==> config.mk <==
export PLATFORM = sky130hd
export DESIGN_NAME = video_ctrl_regs
export DESIGN_NICKNAME = d
export VERILOG_FILES = /design/src/rtl/colmix_pkg.sv /design/src/rtl/video_ctrl_regs.sv
export SDC_FILE = /design/constraint.sdc
export NUM_CORES = 1
export LEC_CHECK = 0
export BUFFER_PORTS_ARGS = -buffer_cell sky130_fd_sc_hd__buf_2
export CAP_MARGIN = 20
export CORE_AREA = 2 2 51 53
export CTS_CLUSTER_SIZE = 24
export DETAILED_ROUTE_END_ITERATION = 10
export DIE_AREA = 0 0 53 55
export HOLD_SLACK_MARGIN = 0.12
export PLACE_DENSITY = 0.79
export SYNTH_ARGS = -nofsm -noshare
export SYNTH_HDL_FRONTEND = slang
export SYNTH_SLANG_ARGS = --single-unit
export TNS_END_PERCENT = 5
==> constraint.sdc <==
create_clock -name clk -period 1.21 [get_ports clk]
set_input_delay 0.1815 -clock clk [delete_from_list [all_inputs] [get_ports clk]]
set_output_delay 0.1815 -clock clk [all_outputs]
set_load 0.02 [all_outputs]
==> src/rtl/colmix_pkg.sv <==
/*
  shared types for the colour mixer, the CPU bus and the pixel pipeline
  palette words keep the arcade layout: channel LSBs sit in bits 14:12
  pixel pipeline depth is fixed at BLANK_DLY strobes
*/
package colmix_pkg;

    // palette index: {sprite flag, palette[5:0], colour index[3:0]}
    typedef logic [10:0] pal_addr_t;
    // palette entry: bit 15 shadow immune, 14:12 channel LSBs, 11:0 channel MSBs
    typedef logic [15:0] pal_word_t;
    // {red, green, blue}, 5 bits each
    typedef logic [14:0] rgb15_t;
    // one colour channel
    typedef logic [4:0]  chan_t;

    localparam int PAL_DEPTH = 2048;
    // sprite palette that means "darken whatever is below"
    localparam logic [5:0] SHADOW_PAL = 6'h3f;
    // pixel strobes from input to rgb
    localparam int BLANK_DLY = 3;

    typedef struct packed {
        logic [6:0]  char_pxl;
        logic [10:0] scr1_pxl;
        logic [10:0] scr2_pxl;
        logic [11:0] obj_pxl;
    } layer_pixels_t;

    typedef struct packed {
        logic      shadow;
        pal_addr_t pal_addr;
    } mix_sel_t;

    typedef struct packed {
        logic        wr;
        logic        rd;
        // 0 palette, 1 control register
        logic        sel;
        logic [10:0] addr;
        logic [15:0] data;
        logic [1:0]  be;
    } cpu_req_t;

    typedef struct packed {
        logic        valid;
        logic [15:0] data;
    } cpu_rsp_t;

    // lives in data bits 4:0 of the control register
    typedef struct packed {
        logic       video_en;
        logic [3:0] gfx_en;
    } ctrl_t;

    localparam ctrl_t CTRL_RESET = '{video_en: 1'b1, gfx_en: 4'hf};

endpackage

==> src/rtl/video_ctrl_regs.sv <==
/*
  CPU bus decode for the colour mixer
  one request per clock at most, wr and rd never together
  read data is valid for one clock, on the clock after rd
  control register writes take data bits 4:0 and ignore be
*/
`timescale 1ns/1ns

module video_ctrl_regs (
    input  logic                  clk,
    input  logic                  rst_n,
    input  colmix_pkg::cpu_req_t  cpu_req,
    output colmix_pkg::cpu_rsp_t  cpu_rsp,
    output logic [1:0]            pal_we,
    output colmix_pkg::pal_addr_t pal_addr,
    output colmix_pkg::pal_word_t pal_wdata,
    input  colmix_pkg::pal_word_t pal_rdata,
    output colmix_pkg::ctrl_t     ctrl
);
    import colmix_pkg::*;

    ctrl_t ctrl_q;
    logic  rsp_valid_q;
    // which target the pending read went to
    logic  rsp_sel_q;
    logic  ctrl_wr;

    // palette byte lanes, be[1] is the upper byte
    assign pal_we    = cpu_req.be & {2{cpu_req.wr & ~cpu_req.sel}};
    assign pal_addr  = cpu_req.addr;
    assign pal_wdata = cpu_req.data;

    assign ctrl_wr = cpu_req.wr & cpu_req.sel;

    always_ff @(posedge clk) begin
        if (!rst_n) begin
            ctrl_q <= CTRL_RESET;
        end else if (ctrl_wr) begin
            ctrl_q <= cpu_req.data[4:0];
        end
    end

    always_ff @(posedge clk) begin
        if (!rst_n) begin
            rsp_valid_q <= 1'b0;
        end else begin
            rsp_valid_q <= cpu_req.rd;
        end
    end

    // latched with the read request
    always_ff @(posedge clk) begin
        if (cpu_req.rd) begin
            rsp_sel_q <= cpu_req.sel;
        end
    end

    // palette data arrives from the RAM's registered CPU port
    // ctrl is unchanged between rd and response since wr and rd never coincide
    assign cpu_rsp.valid = rsp_valid_q;
    assign cpu_rsp.data  = rsp_sel_q ? {11'd0, ctrl_q} : pal_rdata;

    assign ctrl = ctrl_q;

    // single command per clock
    a_no_wr_rd: assert property (
        @(posedge clk) disable iff (!rst_n)
        !(cpu_req.wr && cpu_req.rd)
    );

endmodule

==> results.ini <==
[run_status]
status = finished with violations
failing_checks = negative setup slack

[floorplanning]
die_width_um = 53
floorplan.core_area_sq_mm = 0.002365
die_h_um = 55
starting_density_pct = 27.20
num_rows = 18
ios = 101
die_area_sq_mm = 0.002915

[grt]
global_route.overflow_total = 0
grt_start_max_net_pins = 13
initial_antenna_violation_count = 0
grt_first_pass_wirelength_um = 2318
via_count_of_the_first_global_routing_pass = 587
groute.usage.overall_pct = 11.21

[sta]
rsz0062_at_grt = yes
maxSlewViolCount = 0
period_minus_slack_ps = 1457
fmax_mhz = 686.2
worst_slew_pin_slew_ps = 151.3
setup_slack_after_layout_ps = -247.4
worst_case_headroom_to_the_max_slew_limit_pct = 89.87
final_count_of_hold_timing_violations = 0
layout_worst_path_cycle_share_pct = 120.4
setup_tns_ps = -2763
setup-violations-final = 16
setup_clock_skew_after_layout_ps = 0

[clock_network]
clock-sinks = 7
cts.root.buffer_cell = sky130_fd_sc_hd__clkbuf_4
cts_htree_levels = 1
total_cts_buffers = 3
postCtsHoldBufs = 0
worst_skew_pair.late_latency_ps = 250
max-clock-path-buffers = 2
cts_tree = built
clk_transition_reported_paths_ps = 50

[critical_path]
worst-setup-path-type = flop to output port
setup.worst_path.start_class = flop
arrival_ps = 1280
required_time_of_the_critical_path_ps = 1030
end_kind = output port
critical_path.max_fanout = 12

[yosys]
synthXorXnorAreaFrac_pct = 0
synth_top_cell_area_share_pct = 32.68
synthTopCellsByCount = sky130_fd_sc_hd__buf_4, sky130_fd_sc_hd__nor2b_1, sky130_fd_sc_hd__dfxtp_1
ys_types = 12
postSynthCellCount = 72
yosys.cell_count.top_type = sky130_fd_sc_hd__buf_4
yosys-top-cells-area = sky130_fd_sc_hd__buf_4, sky130_fd_sc_hd__dfxtp_1, sky130_fd_sc_hd__mux2_4
seq_area_frac_synth_pct = 23.35
dominant_combinational_cell_family_by_area_after_synthesis = buffers and inverters
synth.net_count = 122
dominantRegCellSynth = sky130_fd_sc_hd__dfxtp_1
synth-adder-area-share_pct = 0
synth.area.mux_share_pct = 11.67
yosysTopAreaCell = sky130_fd_sc_hd__buf_4
ffs_w_async_s_r_synth_pct = 0
ys_warn_count = 0
synthesis.area_sq_um = 643.1
synth-compound-area-share_pct = 5.837
post_synth_and_or_nand_nor_area_fraction_pct = 20.04
synth_enable_flop_cells = 1
synth-seq-cells = 7
mean_instance_size_in_the_synthesized_netlist_sq_um = 8.932

[detailed_routing]
routed_via_density = 4.444
dr.pass1.iters = 4
drtAntennaViolNets = 0
detail_route.wl_per_cell_um = 13.46
violation_count_after_the_first_detailed_route_iteration = 1
total_via_count_after_detailed_routing = 600
route.detailed.drc = 0
totalWireLength_um = 1817

[worst_hold_path]
hold_path_class = input port to flop

[placed_design]
gp_congestion = 0.6113
numPortBuffers = 56

[final_layout]
final_net_count = 156
diodes = 0
post_route_cells_drive_above_1_share_pct = 68.57
area_delta_synth_final_pct = 30.74
final.fill_count = 248

[power_and_ir_drop]
vdd_ir_drop_max_v = 0.0002988
finalPower_w = 0.0008042
power_per_cell_area_mw_per_mm2 = 956.5
power.static_leakage_nw = 0.4701

[run]
max_cap_viol = 0

stage by stage:
stage          hold slack [ps]  instances  util [%]  cell area [sq um]  setup slack [ps]
2_1_floorplan            270.4         72         -              643.1             80.28
3_3_place_gp             363.1        129     31.64              748.2             27.41
3_5_place_dp             363.1        129     31.64              748.2             14.47
4_1_cts                  125.5        135     34.55              817.0            -259.7
5_1_grt                  134.4        135     35.56              840.8            -272.7
6_report                 134.5        135     35.56              840.8            -247.4
cell families (layout without fill, tap and decap cells):
kind of cell	count (synthesis)	count (layout)
AO/OA/AOI/OAI	5	5
flip-flops	7	7
buffers and inverters	35	68
multiplexers	5	5
AND/OR/NAND/NOR	20	20
final cells by class:
cell class,instances,area [sq um],share of cell area (%)
Sequential cell,7,150.1,17.86
Multi-Input combinational cell,30,251.5,29.91
Tap cell,30,37.54,4.464
Inverter,5,18.77,2.232
Timing Repair Buffer,59,356.6,42.41
Clock buffer,4,26.28,3.125
per-layer routing:
layer / wire length, um / vias to the layer above / track usage, % / part of all wire [%]
li1: - / 271 / - / -
met1: 533 / 259 / 8.618 / 29
met2: 962 / 60 / 23.96 / 53
met3: 277 / 10 / 1.075 / 15
met4: 43 / 0 / 10.26 / 2.4
met5: 0 / - / 0 / 0
critical path, cell delays in order (launching register included):
cell	delay, ps
sky130_fd_sc_hd__edfxtp_1	410
sky130_fd_sc_hd__buf_12	170
sky130_fd_sc_hd__mux2_4	290
sky130_fd_sc_hd__buf_2	160
what timing repair did:
item                       4_1_cts  5_1_grt
setup buffers                    2        0
setup endpoints to repair       16       16
pin swaps                        0        0
gates resized for setup         11        7
state kept, by name, indices dropped and copies added (netlist names):
name         count
ctrl             5
rsp_sel_q        1
rsp_valid_q      1
final timing paths:
path                             startpoint          to  slack, ps  depth (start not counted)
worst max-delay path              rsp_sel_q  cpu_rsp[1]       -250                          3
worst min-delay path            cpu_req[30]   rsp_sel_q        130                          1
worst max register to register      ctrl[2]     ctrl[2]        550                          2
worst min register to register      ctrl[4]     ctrl[4]        510                          2
layout by cell type, fill, tap and decap left out, types with 2 or more instances in the layout:
| cell | n |
|---|---|
| sky130_fd_sc_hd__and3b_2 | 2 |
| sky130_fd_sc_hd__buf_2 | 44 |
| sky130_fd_sc_hd__buf_4 | 11 |
| sky130_fd_sc_hd__buf_6 | 3 |
| sky130_fd_sc_hd__clkbuf_4 | 3 |
| sky130_fd_sc_hd__dfxtp_1 | 6 |
| sky130_fd_sc_hd__inv_1 | 5 |
| sky130_fd_sc_hd__mux2_4 | 5 |
| sky130_fd_sc_hd__nand3_1 | 5 |
| sky130_fd_sc_hd__nor2b_1 | 9 |
| sky130_fd_sc_hd__o211ai_1 | 5 |
where the power goes:
part	switching (W)	internal [W]	total [W]
clock network	0.0000858	0.000126	0.000212
logic	0.000169	0.000160	0.000329
registers	0.0000112	0.000252	0.000264
Note: power is estimated with default switching activity, not from simulation.
