--- src/rtl/colmix_pkg.sv ---
/*
  shared types for the colour mixer, the CPU bus and the pixel pipeline
  palette words keep the arcade layout: channel LSBs sit in bits 14:12
  pixel pipeline depth is fixed at BLANK_DLY strobes
*/
package colmix_pkg;

    // palette index: {sprite flag, palette[5:0], colour index[3:0]}
    typedef logic [10:0] pal_addr_t;
    // palette entry: bit 15 shadow immune, 14:12 channel LSBs, 11:0 channel MSBs
    typedef logic [15:0] pal_word_t;
    // {red, green, blue}, 5 bits each
    typedef logic [14:0] rgb15_t;
    // one colour channel
    typedef logic [4:0]  chan_t;

    localparam int PAL_DEPTH = 2048;
    // sprite palette that means "darken whatever is below"
    localparam logic [5:0] SHADOW_PAL = 6'h3f;
    // pixel strobes from input to rgb
    localparam int BLANK_DLY = 3;

    typedef struct packed {
        logic [6:0]  char_pxl;
        logic [10:0] scr1_pxl;
        logic [10:0] scr2_pxl;
        logic [11:0] obj_pxl;
    } layer_pixels_t;

    typedef struct packed {
        logic      shadow;
        pal_addr_t pal_addr;
    } mix_sel_t;

    typedef struct packed {
        logic        wr;
        logic        rd;
        // 0 palette, 1 control register
        logic        sel;
        logic [10:0] addr;
        logic [15:0] data;
        logic [1:0]  be;
    } cpu_req_t;

    typedef struct packed {
        logic        valid;
        logic [15:0] data;
    } cpu_rsp_t;

    // lives in data bits 4:0 of the control register
    typedef struct packed {
        logic       video_en;
        logic [3:0] gfx_en;
    } ctrl_t;

    localparam ctrl_t CTRL_RESET = '{video_en: 1'b1, gfx_en: 4'hf};

endpackage

--- src/rtl/shade_blank.sv ---
/*
  final pixel stage: palette unpack, shadow dimming, video enable and blanking
  shadow arrives one strobe ahead of pal and is realigned here
  lhbl and lvbl are active low and delayed BLANK_DLY strobes to match rgb
  video_en acts at once, it is not pipelined
*/
`timescale 1ns/1ns

module shade_blank (
    input  logic                  clk,
    input  logic                  rst_n,
    input  logic                  pxl_cen,
    input  logic                  shadow,
    input  colmix_pkg::pal_word_t pal,
    input  logic                  video_en,
    input  logic                  lhbl,
    input  logic                  lvbl,
    output colmix_pkg::rgb15_t    rgb,
    output logic                  lhbl_dly,
    output logic                  lvbl_dly
);
    import colmix_pkg::*;

    logic                 shadow_q;
    logic [BLANK_DLY-1:0] lhbl_sr;
    logic [BLANK_DLY-1:0] lvbl_sr;
    chan_t                red, green, blue;
    logic                 dim_en;
    logic                 show;
    rgb15_t               rgb_next;

    // c - c/4, about 75% brightness
    function automatic chan_t dim(input chan_t c);
        return c - (c >> 2);
    endfunction

    // line up shadow with the registered palette read
    always_ff @(posedge clk) begin
        if (!rst_n) begin
            shadow_q <= 1'b0;
        end else if (pxl_cen) begin
            shadow_q <= shadow;
        end
    end

    // blanking delay line, reset to blanked
    always_ff @(posedge clk) begin
        if (!rst_n) begin
            lhbl_sr <= '0;
            lvbl_sr <= '0;
        end else if (pxl_cen) begin
            lhbl_sr <= {lhbl_sr[BLANK_DLY-2:0], lhbl};
            lvbl_sr <= {lvbl_sr[BLANK_DLY-2:0], lvbl};
        end
    end

    assign lhbl_dly = lhbl_sr[BLANK_DLY-1];
    assign lvbl_dly = lvbl_sr[BLANK_DLY-1];

    // 4 MSBs from the low 12 bits, LSB from bits 14:12
    assign red   = {pal[3:0],  pal[12]};
    assign green = {pal[7:4],  pal[13]};
    assign blue  = {pal[11:8], pal[14]};

    // bit 15 makes the colour immune to shadow
    assign dim_en = shadow_q & ~pal[15];

    // blanking taps are the values that move to the outputs on this strobe
    assign show = video_en & lhbl_sr[BLANK_DLY-2] & lvbl_sr[BLANK_DLY-2];

    always_comb begin
        if (!show) begin
            rgb_next = '0;
        end else if (dim_en) begin
            rgb_next = {dim(red), dim(green), dim(blue)};
        end else begin
            rgb_next = {red, green, blue};
        end
    end

    // stage 3
    always_ff @(posedge clk) begin
        if (!rst_n) begin
            rgb <= '0;
        end else if (pxl_cen) begin
            rgb <= rgb_next;
        end
    end

    // black whenever either blanking output is active
    a_black_in_blank: assert property (
        @(posedge clk) disable iff (!rst_n)
        (!lhbl_dly || !lvbl_dly) |-> (rgb == '0)
    );

endmodule

--- config.mk ---
export PLATFORM = sky130hd
export DESIGN_NAME = shade_blank
export DESIGN_NICKNAME = d
export VERILOG_FILES = /design/src/rtl/colmix_pkg.sv /design/src/rtl/shade_blank.sv
export SDC_FILE = /design/constraint.sdc
export NUM_CORES = 1
export LEC_CHECK = 0
export BUFFER_PORTS_ARGS = -buffer_cell sky130_fd_sc_hd__buf_2
export CORE_MARGIN = 1
export CORE_UTILIZATION = 50
export CTS_CLUSTER_DIAMETER = 30
export CTS_CLUSTER_SIZE = 10
export DETAILED_ROUTE_END_ITERATION = 10
export PLACE_DENSITY = 0.78
export RECOVER_POWER = 100
export SETUP_SLACK_MARGIN = 0.2
export SLEW_MARGIN = 20
export SYNTH_ARGS = -nofsm -noshare
export SYNTH_HDL_FRONTEND = slang
export SYNTH_SLANG_ARGS = --single-unit
export TNS_END_PERCENT = 100
--- constraint.sdc ---
create_clock -name clk -period 1.7 [get_ports clk]
set_input_delay 0.085 -clock clk [delete_from_list [all_inputs] [get_ports clk]]
set_output_delay 0.085 -clock clk [all_outputs]
set_load 0.005 [all_outputs]
==> results_dict.tcl <==
set metrics [dict create \
    fmax_mhz 690.2 \
    final.setup.worst_slack_ns 0.2511 \
    cts_buffer_depth 2 \
    grt_antenna_before_repair 0 \
    async_flop_share_pct 0 \
    track_usage_pct 21.82 \
    diodes 0 \
    hold_slack_ns 0.008586 \
    period_share_pct 85.23 \
    powerDensity_nw_per_um2 711.7 \
    chipWidth_um 53.11 \
    synth-xor-area-share_pct 4.023 \
    overflow 0 \
    rsz0062_at_grt "false" \
    hold_class "input port to register" \
    finClkSkew_ns 0.007882 \
    worstPathCellList "nand2b_4, a2111oi_1, xnor2_1, o21ai_1" \
    layout.nets 216 \
    slew_violations 0 \
    clock_latency_ns 0.31 \
    setup_viol 0 \
    yosys.area_share.simple_pct 13.70 \
    start_util_pct 52.73 \
    grt_max_degree 14 \
    area_delta_synth_final_pct 19.83 \
    synth-edff-count 0 \
    cts-root-buf "clkbuf_4" \
    numCtsBuffers 3 \
    grt_pass1_wl_um 4395 \
    peakVddDrop_mv 0.8432 \
    first_pass_iters 4 \
    yosysSeqAreaShare_pct 33.72 \
    worst_ep_required_time_ns 1.90 \
    cts_resized 0 \
    ant_nets 0 \
    path_class "register to register" \
    synth_fa_ha_area_share_pct 13.22 \
    viasPerCell 5.414 \
    cts.sinks 22 \
    layout_common_cells "buf_2, dfxtp_1, nor2_1" \
    muxShareOfSynthArea_pct 10.25 \
    syn_area_um2 1306 \
    setup-tns-final_ns 0 \
    crit_arrival_ns 1.65 \
    power.leakage_uw 0.0007416 \
    synth-compound-area-share_pct 18.10 \
    path_clk_slew_ns 0.13 \
    yosys_warnings 0 \
    final_common_cell "buf_2" \
    drc 0 \
    cts_hold_buf 0 \
    worstPathMaxFanout 13 \
    core_um2 2477 \
    numPortBuffers 39 \
    cpLargestDelayFamily "compound AO/OA/AOI/OAI gates" \
    via_count 1137 \
    post_cts_buffers 0 \
    netlist_instances 138 \
    die-area_um2 2821 \
    num_rows 18 \
    critPathSlowestCell "a2111oi_1" \
    postSynthAreaPerCell_um2 9.466 \
    drt_iter0_markers 19 \
    fp.dieH_um 53.11 \
    slew_headroom_pct 65.01 \
    fill_cells 240 \
    worstSetupStartpointType "register" \
    layout-drive-gt1-share_pct 23.89 \
    drv_cap 0 \
    critPathBufInv 0 \
    routedWlPerCell_um 12.98 \
    gp_congestion 0.7152 \
    dp_hpwl_um 2112 \
    ios 40 \
    cp-end-kind "register" \
    post_synth_num_cell_types 31 \
    synth_top_family_by_area "compound AO/OA/AOI/OAI gates" \
    synth_fp_nets 173 \
    synth-main-ff-cell "dfxtp_1" \
    grt_pass1_vias 1049 \
    ys_ff_latch 22 \
    htree_levels 1 \
    power.total_uw 1114 \
    dpl_worst_slack_ns 0.05902 \
    period_needed_ns 1.449 \
    cts_tree "done" \
    routed_wl_um 2725 \
    worst_slew_pin_slew_ns 0.5117 \
    outcome "finished, final reports clean" \
    slowest_delay_ns 0.51 \
    hold_viol 0 \
]
==> metrics by stage <==
| step | utilization, % | area (um^2) | cells |
|---|---|---|---|
| 2_1_floorplan | - | 1306 | 138 |
| 3_3_place_gp | 62.07 | 1538 | 206 |
| 3_5_place_dp | 62.07 | 1538 | 206 |
| 4_1_cts | 64.19 | 1590 | 210 |
| 5_1_grt | 63.18 | 1565 | 210 |
| 6_report | 63.18 | 1565 | 210 |
==> per-layer routing <==
metal,part of all wire [%],GRT usage [%]
met1,45,25.52
met5,0,0
met3,4.6,5.172
met4,0.59,6.579
met2,49,38.82
==> logic make-up (layout without fill, tap and decap cells) <==
| kind of cell | after synthesis | count (layout) |
|---|---|---|
| muxes | 13 | 13 |
| DFF | 22 | 22 |
| xor gates and xnor gates | 6 | 6 |
| buffers and inverters | 21 | 63 |
| AOI/OAI and AO/OA | 27 | 27 |
| and+or+nand+nor | 37 | 37 |
| adders and majority gates | 12 | 12 |
==> layout make-up <==
| cell class | count | area, um^2 | area share, % |
|---|---|---|---|
| clock buffer | 3 | 22.52 | 1.439 |
| multi-input combinational | 95 | 758.2 | 48.44 |
| sequential | 22 | 440.4 | 28.14 |
| timing repair buffer | 43 | 216.5 | 13.83 |
| clock inverter | 1 | 30.03 | 1.918 |
| inverter | 16 | 60.06 | 3.837 |
| tap | 30 | 37.54 | 2.398 |
==> worst reg2reg max path, cell delays in order (launching register included) <==
cell	delay [ns]
dfxtp_1	0.41
nand2b_4	0.15
a2111oi_1	0.51
xnor2_1	0.20
o21ai_1	0.09
==> registers in the layout, indices dropped and copies added, names as in the netlist <==
| register | cells |
|---|---|
| lhbl_sr | 3 |
| lvbl_sr | 3 |
| rgb | 15 |
| shadow_q | 1 |
==> Yosys cell counts (2+ instances only) <==
master	number	area (um^2)
a21oi_1	3	15.01
o21a_1	3	22.52
and2_1	3	18.77
inv_2	2	7.510
a2bb2oi_1	3	26.28
fa_1	3	60.06
ha_1	9	112.6
inv_1	14	52.55
clkbuf_1	2	7.510
o21ai_1	3	15.01
xnor2_1	6	52.55
nand2_1	5	18.77
o2bb2ai_1	3	26.28
a2111oi_2	3	45.04
nor2b_1	3	18.77
dfxtp_1	22	440.4
o311a_1	3	30.03
nor3_1	3	15.01
a211o_1	3	26.28
nor2_1	18	67.56
mux2_1	3	33.78
a221o_1	3	30.03
mux2i_1	10	100.1
==> report_power, final <==
part | total [uW] | leakage (uW) | internal, uW | switching (uW)
clock network | 404 | 0.0000279 | 238 | 165
registers | 527 | 0.000178 | 522 | 4.36
logic | 184 | 0.000536 | 87.7 | 96.0
total | 1110 | 0.000742 | 848 | 266
==> final timing paths <==
path	startpoint	end	slack [ns]	cells after the start
worst max-delay path	shadow_q	rgb[14]	0.25	4
worst min-delay path	shadow	shadow_q	0.009	3
worst min register to register	rgb[9]	rgb[9]	0.45	2
worst max register to register	shadow_q	rgb[14]	0.25	4
Power figures use the tool's default switching activity.
