## src/rtl/colmix_pkg.sv

```systemverilog
/*
  shared types for the colour mixer, the CPU bus and the pixel pipeline
  palette words keep the arcade layout: channel LSBs sit in bits 14:12
  pixel pipeline depth is fixed at BLANK_DLY strobes
*/
package colmix_pkg;

    // palette index: {sprite flag, palette[5:0], colour index[3:0]}
    typedef logic [10:0] pal_addr_t;
    // palette entry: bit 15 shadow immune, 14:12 channel LSBs, 11:0 channel MSBs
    typedef logic [15:0] pal_word_t;
    // {red, green, blue}, 5 bits each
    typedef logic [14:0] rgb15_t;
    // one colour channel
    typedef logic [4:0]  chan_t;

    localparam int PAL_DEPTH = 2048;
    // sprite palette that means "darken whatever is below"
    localparam logic [5:0] SHADOW_PAL = 6'h3f;
    // pixel strobes from input to rgb
    localparam int BLANK_DLY = 3;

    typedef struct packed {
        logic [6:0]  char_pxl;
        logic [10:0] scr1_pxl;
        logic [10:0] scr2_pxl;
        logic [11:0] obj_pxl;
    } layer_pixels_t;

    typedef struct packed {
        logic      shadow;
        pal_addr_t pal_addr;
    } mix_sel_t;

    typedef struct packed {
        logic        wr;
        logic        rd;
        // 0 palette, 1 control register
        logic        sel;
        logic [10:0] addr;
        logic [15:0] data;
        logic [1:0]  be;
    } cpu_req_t;

    typedef struct packed {
        logic        valid;
        logic [15:0] data;
    } cpu_rsp_t;

    // lives in data bits 4:0 of the control register
    typedef struct packed {
        logic       video_en;
        logic [3:0] gfx_en;
    } ctrl_t;

    localparam ctrl_t CTRL_RESET = '{video_en: 1'b1, gfx_en: 4'hf};

endpackage

```

## src/rtl/layer_prio_mixer.sv

```systemverilog
/*
  layer priority mixer, one pixel strobe of latency
  four slots arbitrate the sprite against each tile layer, then the
  first opaque slot wins; slot 3 is the fallback and always shows
  sel is combinational from the slot registers
*/
`timescale 1ns/1ns

module layer_prio_mixer (
    input  logic                      clk,
    input  logic                      rst_n,
    input  logic                      pxl_cen,
    input  colmix_pkg::layer_pixels_t pixels,
    input  logic [3:0]                gfx_en,
    output colmix_pkg::mix_sel_t      sel
);
    import colmix_pkg::*;

    logic [6:0]  char_g;
    logic [10:0] scr1_g;
    logic [10:0] scr2_g;
    logic [11:0] obj_g;
    logic [1:0]  obj_prio;

    mix_sel_t slot0, slot1, slot2, slot3;

    // sprite against one tile
    // pal_addr[10] marks the sprite, shadow keeps the tile colour
    function automatic mix_sel_t tile_or_obj(
        input logic [9:0] obj,
        input logic [9:0] tile,
        input logic       tile_prio,
        input logic       obj_ok
    );
        mix_sel_t r;
        logic     obj_wins;
        obj_wins = (obj[3:0] != 4'd0) && obj_ok && (!tile_prio || tile[2:0] == 3'd0);
        if (obj_wins && obj[9:4] == SHADOW_PAL) begin
            // shadow sprite, tile shows through darkened
            r.shadow   = 1'b1;
            r.pal_addr = {1'b0, tile};
        end else if (obj_wins) begin
            r.shadow   = 1'b0;
            r.pal_addr = {1'b1, obj};
        end else begin
            r.shadow   = 1'b0;
            r.pal_addr = {1'b0, tile};
        end
        return r;
    endfunction

    // sprites test all four index bits, tiles only the low three
    function automatic logic opaque(input mix_sel_t s);
        logic o;
        if (s.pal_addr[10]) begin
            o = s.pal_addr[3:0] != 4'd0;
        end else begin
            o = s.pal_addr[2:0] != 3'd0;
        end
        return o;
    endfunction

    // disabled layer keeps its palette but loses its index
    always_comb begin
        char_g = pixels.char_pxl;
        scr1_g = pixels.scr1_pxl;
        scr2_g = pixels.scr2_pxl;
        obj_g  = pixels.obj_pxl;
        if (!gfx_en[0]) char_g[3:0] = 4'd0;
        if (!gfx_en[1]) scr1_g[3:0] = 4'd0;
        if (!gfx_en[2]) scr2_g[3:0] = 4'd0;
        if (!gfx_en[3]) obj_g[3:0]  = 4'd0;
    end

    assign obj_prio = obj_g[11:10];

    // stage 1
    always_ff @(posedge clk) begin
        if (!rst_n) begin
            slot0 <= '0;
            slot1 <= '0;
            slot2 <= '0;
            slot3 <= '0;
        end else if (pxl_cen) begin
            // char layer, sprite only at top priority
            slot0 <= tile_or_obj(obj_g[9:0], {4'd0, char_g[5:0]}, char_g[6],
                                 obj_prio == 2'd3);
            slot1 <= tile_or_obj(obj_g[9:0], scr1_g[9:0], scr1_g[10],
                                 obj_prio >= 2'd2);
            slot2 <= tile_or_obj(obj_g[9:0], scr2_g[9:0], scr2_g[10],
                                 obj_prio >= 2'd1);
            // backdrop: scroll 2 palette with index forced to colour 0
            slot3 <= tile_or_obj(obj_g[9:0], {scr2_g[9:3], 3'd0}, 1'b0, 1'b1);
        end
    end

    // final pick, slot 0 is the front
    always_comb begin
        if (opaque(slot0)) begin
            sel = slot0;
        end else if (opaque(slot1)) begin
            sel = slot1;
        end else if (opaque(slot2)) begin
            sel = slot2;
        end else begin
            sel = slot3;
        end
    end

endmodule

```

## config.mk

```make
export PLATFORM = sky130hd
export DESIGN_NAME = layer_prio_mixer
export DESIGN_NICKNAME = d
export VERILOG_FILES = /design/src/rtl/colmix_pkg.sv /design/src/rtl/layer_prio_mixer.sv
export SDC_FILE = /design/constraint.sdc
export NUM_CORES = 1
export LEC_CHECK = 0
export BUFFER_PORTS_ARGS = -buffer_cell sky130_fd_sc_hd__buf_2
export CAP_MARGIN = 25
export CORE_ASPECT_RATIO = 0.6
export CORE_MARGIN = 4
export CORE_UTILIZATION = 58
export DETAILED_ROUTE_END_ITERATION = 8
export PLACE_DENSITY = 0.85
export RECOVER_POWER = 25
export SLEW_MARGIN = 40
export SYNTH_ARGS = -nofsm -noshare
export SYNTH_HDL_FRONTEND = slang
export SYNTH_SLANG_ARGS = --single-unit
```

## constraint.sdc

```tcl
create_clock -name clk -period 2.8 [get_ports clk]
set_input_delay 0.56 -clock clk [delete_from_list [all_inputs] [get_ports clk]]
set_output_delay 0.56 -clock clk [all_outputs]
set_load 0.005 [all_outputs]
```

==> impl_metrics.toml <==
[outcome]
status = "complete, but fails checks"
failed_checks = "capacitance limit, slew limit"

[worst_setup_path]
crit_path_end_kind = "output pin"
worstPathMaxFanout = 6
reg2reg_from = "slot0[3]"
startpoint_type = "register"
r2r-end = "slot0[3]"
path_class = "reg -> out"
cp.arrival_ps = 2070
r2r_setup_slack_ps = 1920
reg2regPathDepth = 2
cp.required_ps = 2240

[timing]
setup_viol = 0
max_freq_ghz = 0.381
setup-tns-final_ps = 0
fin_crit_ps = 2630
rsz0062_at_grt = "no"
final-hold-violation-count = 0
finalClockSkew_ps = 0
max_slew.worst_pin.slew_ps = 1590
relSlewSlack_pct = -5.72
drv_slew = 41
period_share_pct = 93.8
setup_ws_ps = 175

[flow_run]
max-cap-violations = 1

[die]
initial_core_util_pct = 61.9
pin_count = 60
die_w_um = 94.8
dieArea_um2 = 5690
core_area_um2 = 4230
row_count = 18
fp.dieH_um = 60.1

[layout]
num_antenna_cells = 0
drive_gt1_share_pct = 21.3
design_area_um2 = 3030
syn_to_final_growth_pct = 15.8
final_nets = 423

[power_and_ir_drop]
p_leak_nw = 1.24
power.density_nw_per_um2 = 486
max-vdd-ir-drop_mv = 0.277
clkPwrFrac_pct = 27.1
power.switching_w = 0.000451
comb_power_share_pct = 22.2
pwr-share-seq_pct = 50.7
swShare_pct = 30.5
internal-power_w = 0.00103
totalPowerFinal_w = 0.00148

[synthesis]
synth_flop_cell = "dfxtp_1"
ys_seq_area_share_pct = 36.7
async_flop_share_pct = 0
yosysMostFrequentCell = "dfxtp_1"
synth_top_area_share_pct = 36.7
ys_top_cells_by_count = "48 x dfxtp_1, 41 x nand2_1, 27 x a21oi_1"
synth_edf_count = 0
syn_nets = 372
avgSynthCellArea_um2 = 8.09
synth_seq_cells = 48
mappedNetlistArea_um2 = 2620
synth_top_area_cell = "dfxtp_1"
netlist_instances = 324
yosysWarnings = 0
synthTopCellsByArea = "dfxtp_1 37%, nand2_1 5.9%, a21oi_1 5.2%, o21ai_0 4.8%, o21ai_1 4.6%"
ys_types = 40

[place]
gp_congestion = 1.05
post-place-ws_ps = 521
dp_hpwl_um = 5800
placed_area_um2 = 2960
port_buffers = 59

[drt]
via_per_inst = 6.57
drtPass1Iterations = 6
drt_wl_total_um = 8150
ant_nets = 0
num_vias = 2859
drc = 0
avgRoutedWirePerCell_um = 18.7
drt-initial-drc-count = 431

[grt]
grt_pass1_wl_um = 12900
gr-usage-all-layers_pct = 29.6
grt_pass1_vias = 2605
grt_antenna_before_repair = 0
grt-ovfl-total = 0
grt_max_degree = 41

[clock_network]
ctsRootBufferMaster = "clkbuf_8"
clk_pin_slew_worst_paths_ps = 90
cts.path.max_buffers = 2
cts-buffers-inserted = 5
worstSkewPairLatency_ps = 300
postCtsSetupBuffers = 0
cts_htree_levels = 2
clkSinkCount = 48
cts_resized = 0
cts_hold_buf = 0
cts_tree = "done"

[worst_hold_path]
hold_end = "slot1[7]"
worstHoldPathCells = 2
min_from = "slot1[7]"
hp-class = "reg -> reg"
-- layer usage --
| metal | part of all wire (%) | global-route usage, % | vias to the layer above |
|---|---|---|---|
| met5 | 0 | 0 | - |
| met4 | 1.4 | 7.19 | 0 |
| met3 | 15 | 12.1 | 22 |
| met2 | 41 | 41.0 | 193 |
| met1 | 43 | 42.5 | 1313 |
| li1 | - | - | 1331 |
-- power groups by stage --
stage,combinational (W),sequential (W),clock [W]
3_5_place_dp,0.000318,0.000761,0
5_1_grt,0.000357,0.000751,0.000425
6_report,0.000327,0.000748,0.000401
2_1_floorplan,0.000199,0.000751,0
3_3_place_gp,0.000314,0.000760,0
4_1_cts,0.000321,0.000746,0.000396
-- how the worst max path moves through the flow --
| stage | start | to | slack, ps | cells after the start |
|---|---|---|---|---|
| 2_1_floorplan | slot2[10] | sel[10] | 740 | 5 |
| 3_3_place_gp | slot2[0] | sel[8] | 590 | 6 |
| 3_5_place_dp | slot2[10] | sel[8] | 520 | 6 |
| 4_1_cts | slot2[10] | sel[8] | 190 | 6 |
| 5_1_grt | pxl_cen | slot0[11] | 60 | 4 |
| 6_report | slot2[10] | sel[8] | 170 | 6 |
-- cell families after synthesis --
kind of cell	synth area share, %
AOI/OAI and AO/OA	35.7
and+or+nand+nor	15.4
DFF	36.7
buffers and inverters	4.58
muxes	7.69
-- cells in the final DEF, fill, tap and decap left out, types with 5 or more instances in the layout --
cell type  netlist  routed
nand3_1         13      13
nand2_1         41      41
a21oi_1         27      27
a211oi_1         5       5
clkbuf_8         0       5
o21ai_0         25      27
a31oi_1         19      19
mux2i_1         10      10
mux2_1           9       9
a21boi_0         1       6
buf_4            0      10
o21ai_1         24      22
a21boi_1        14       9
a221o_1          6       6
buf_2            6      58
dfxtp_1         48      48
nand4_1         12      12
-- registers in the layout, indices dropped and copies added (netlist names) --
register	cells
slot2	12
slot0	12
slot3	12
slot1	12
-- area by class of cell --
type	instances	area (um2)
Timing Repair Buffer	70	373
Fill cell	349	1200
Clock buffer	6	72.6
Multi-Input combinational cell	248	1540
Sequential cell	48	961
Tap cell	60	75.1
Inverter	2	7.51
Clock inverter	1	5.00
-- per-stage QoR --
stage	std cells	hold WS [ps]	utilization, %
after floorplan	324	423	-
after global placement	428	438	69.9
after detailed placement	428	448	69.9
after CTS	435	465	71.8
after global routing	435	485	71.7
final	435	462	71.7
-- critical path: stages (launching register included) --
cell and delay [ps]:
dfxtp_1 350, a2111oi_2 440, buf_4 230, mux2_1 320
mux2i_1 210, o21ai_1 80, buf_2 150
No activity file was read; power rests on OpenSTA's default activity.
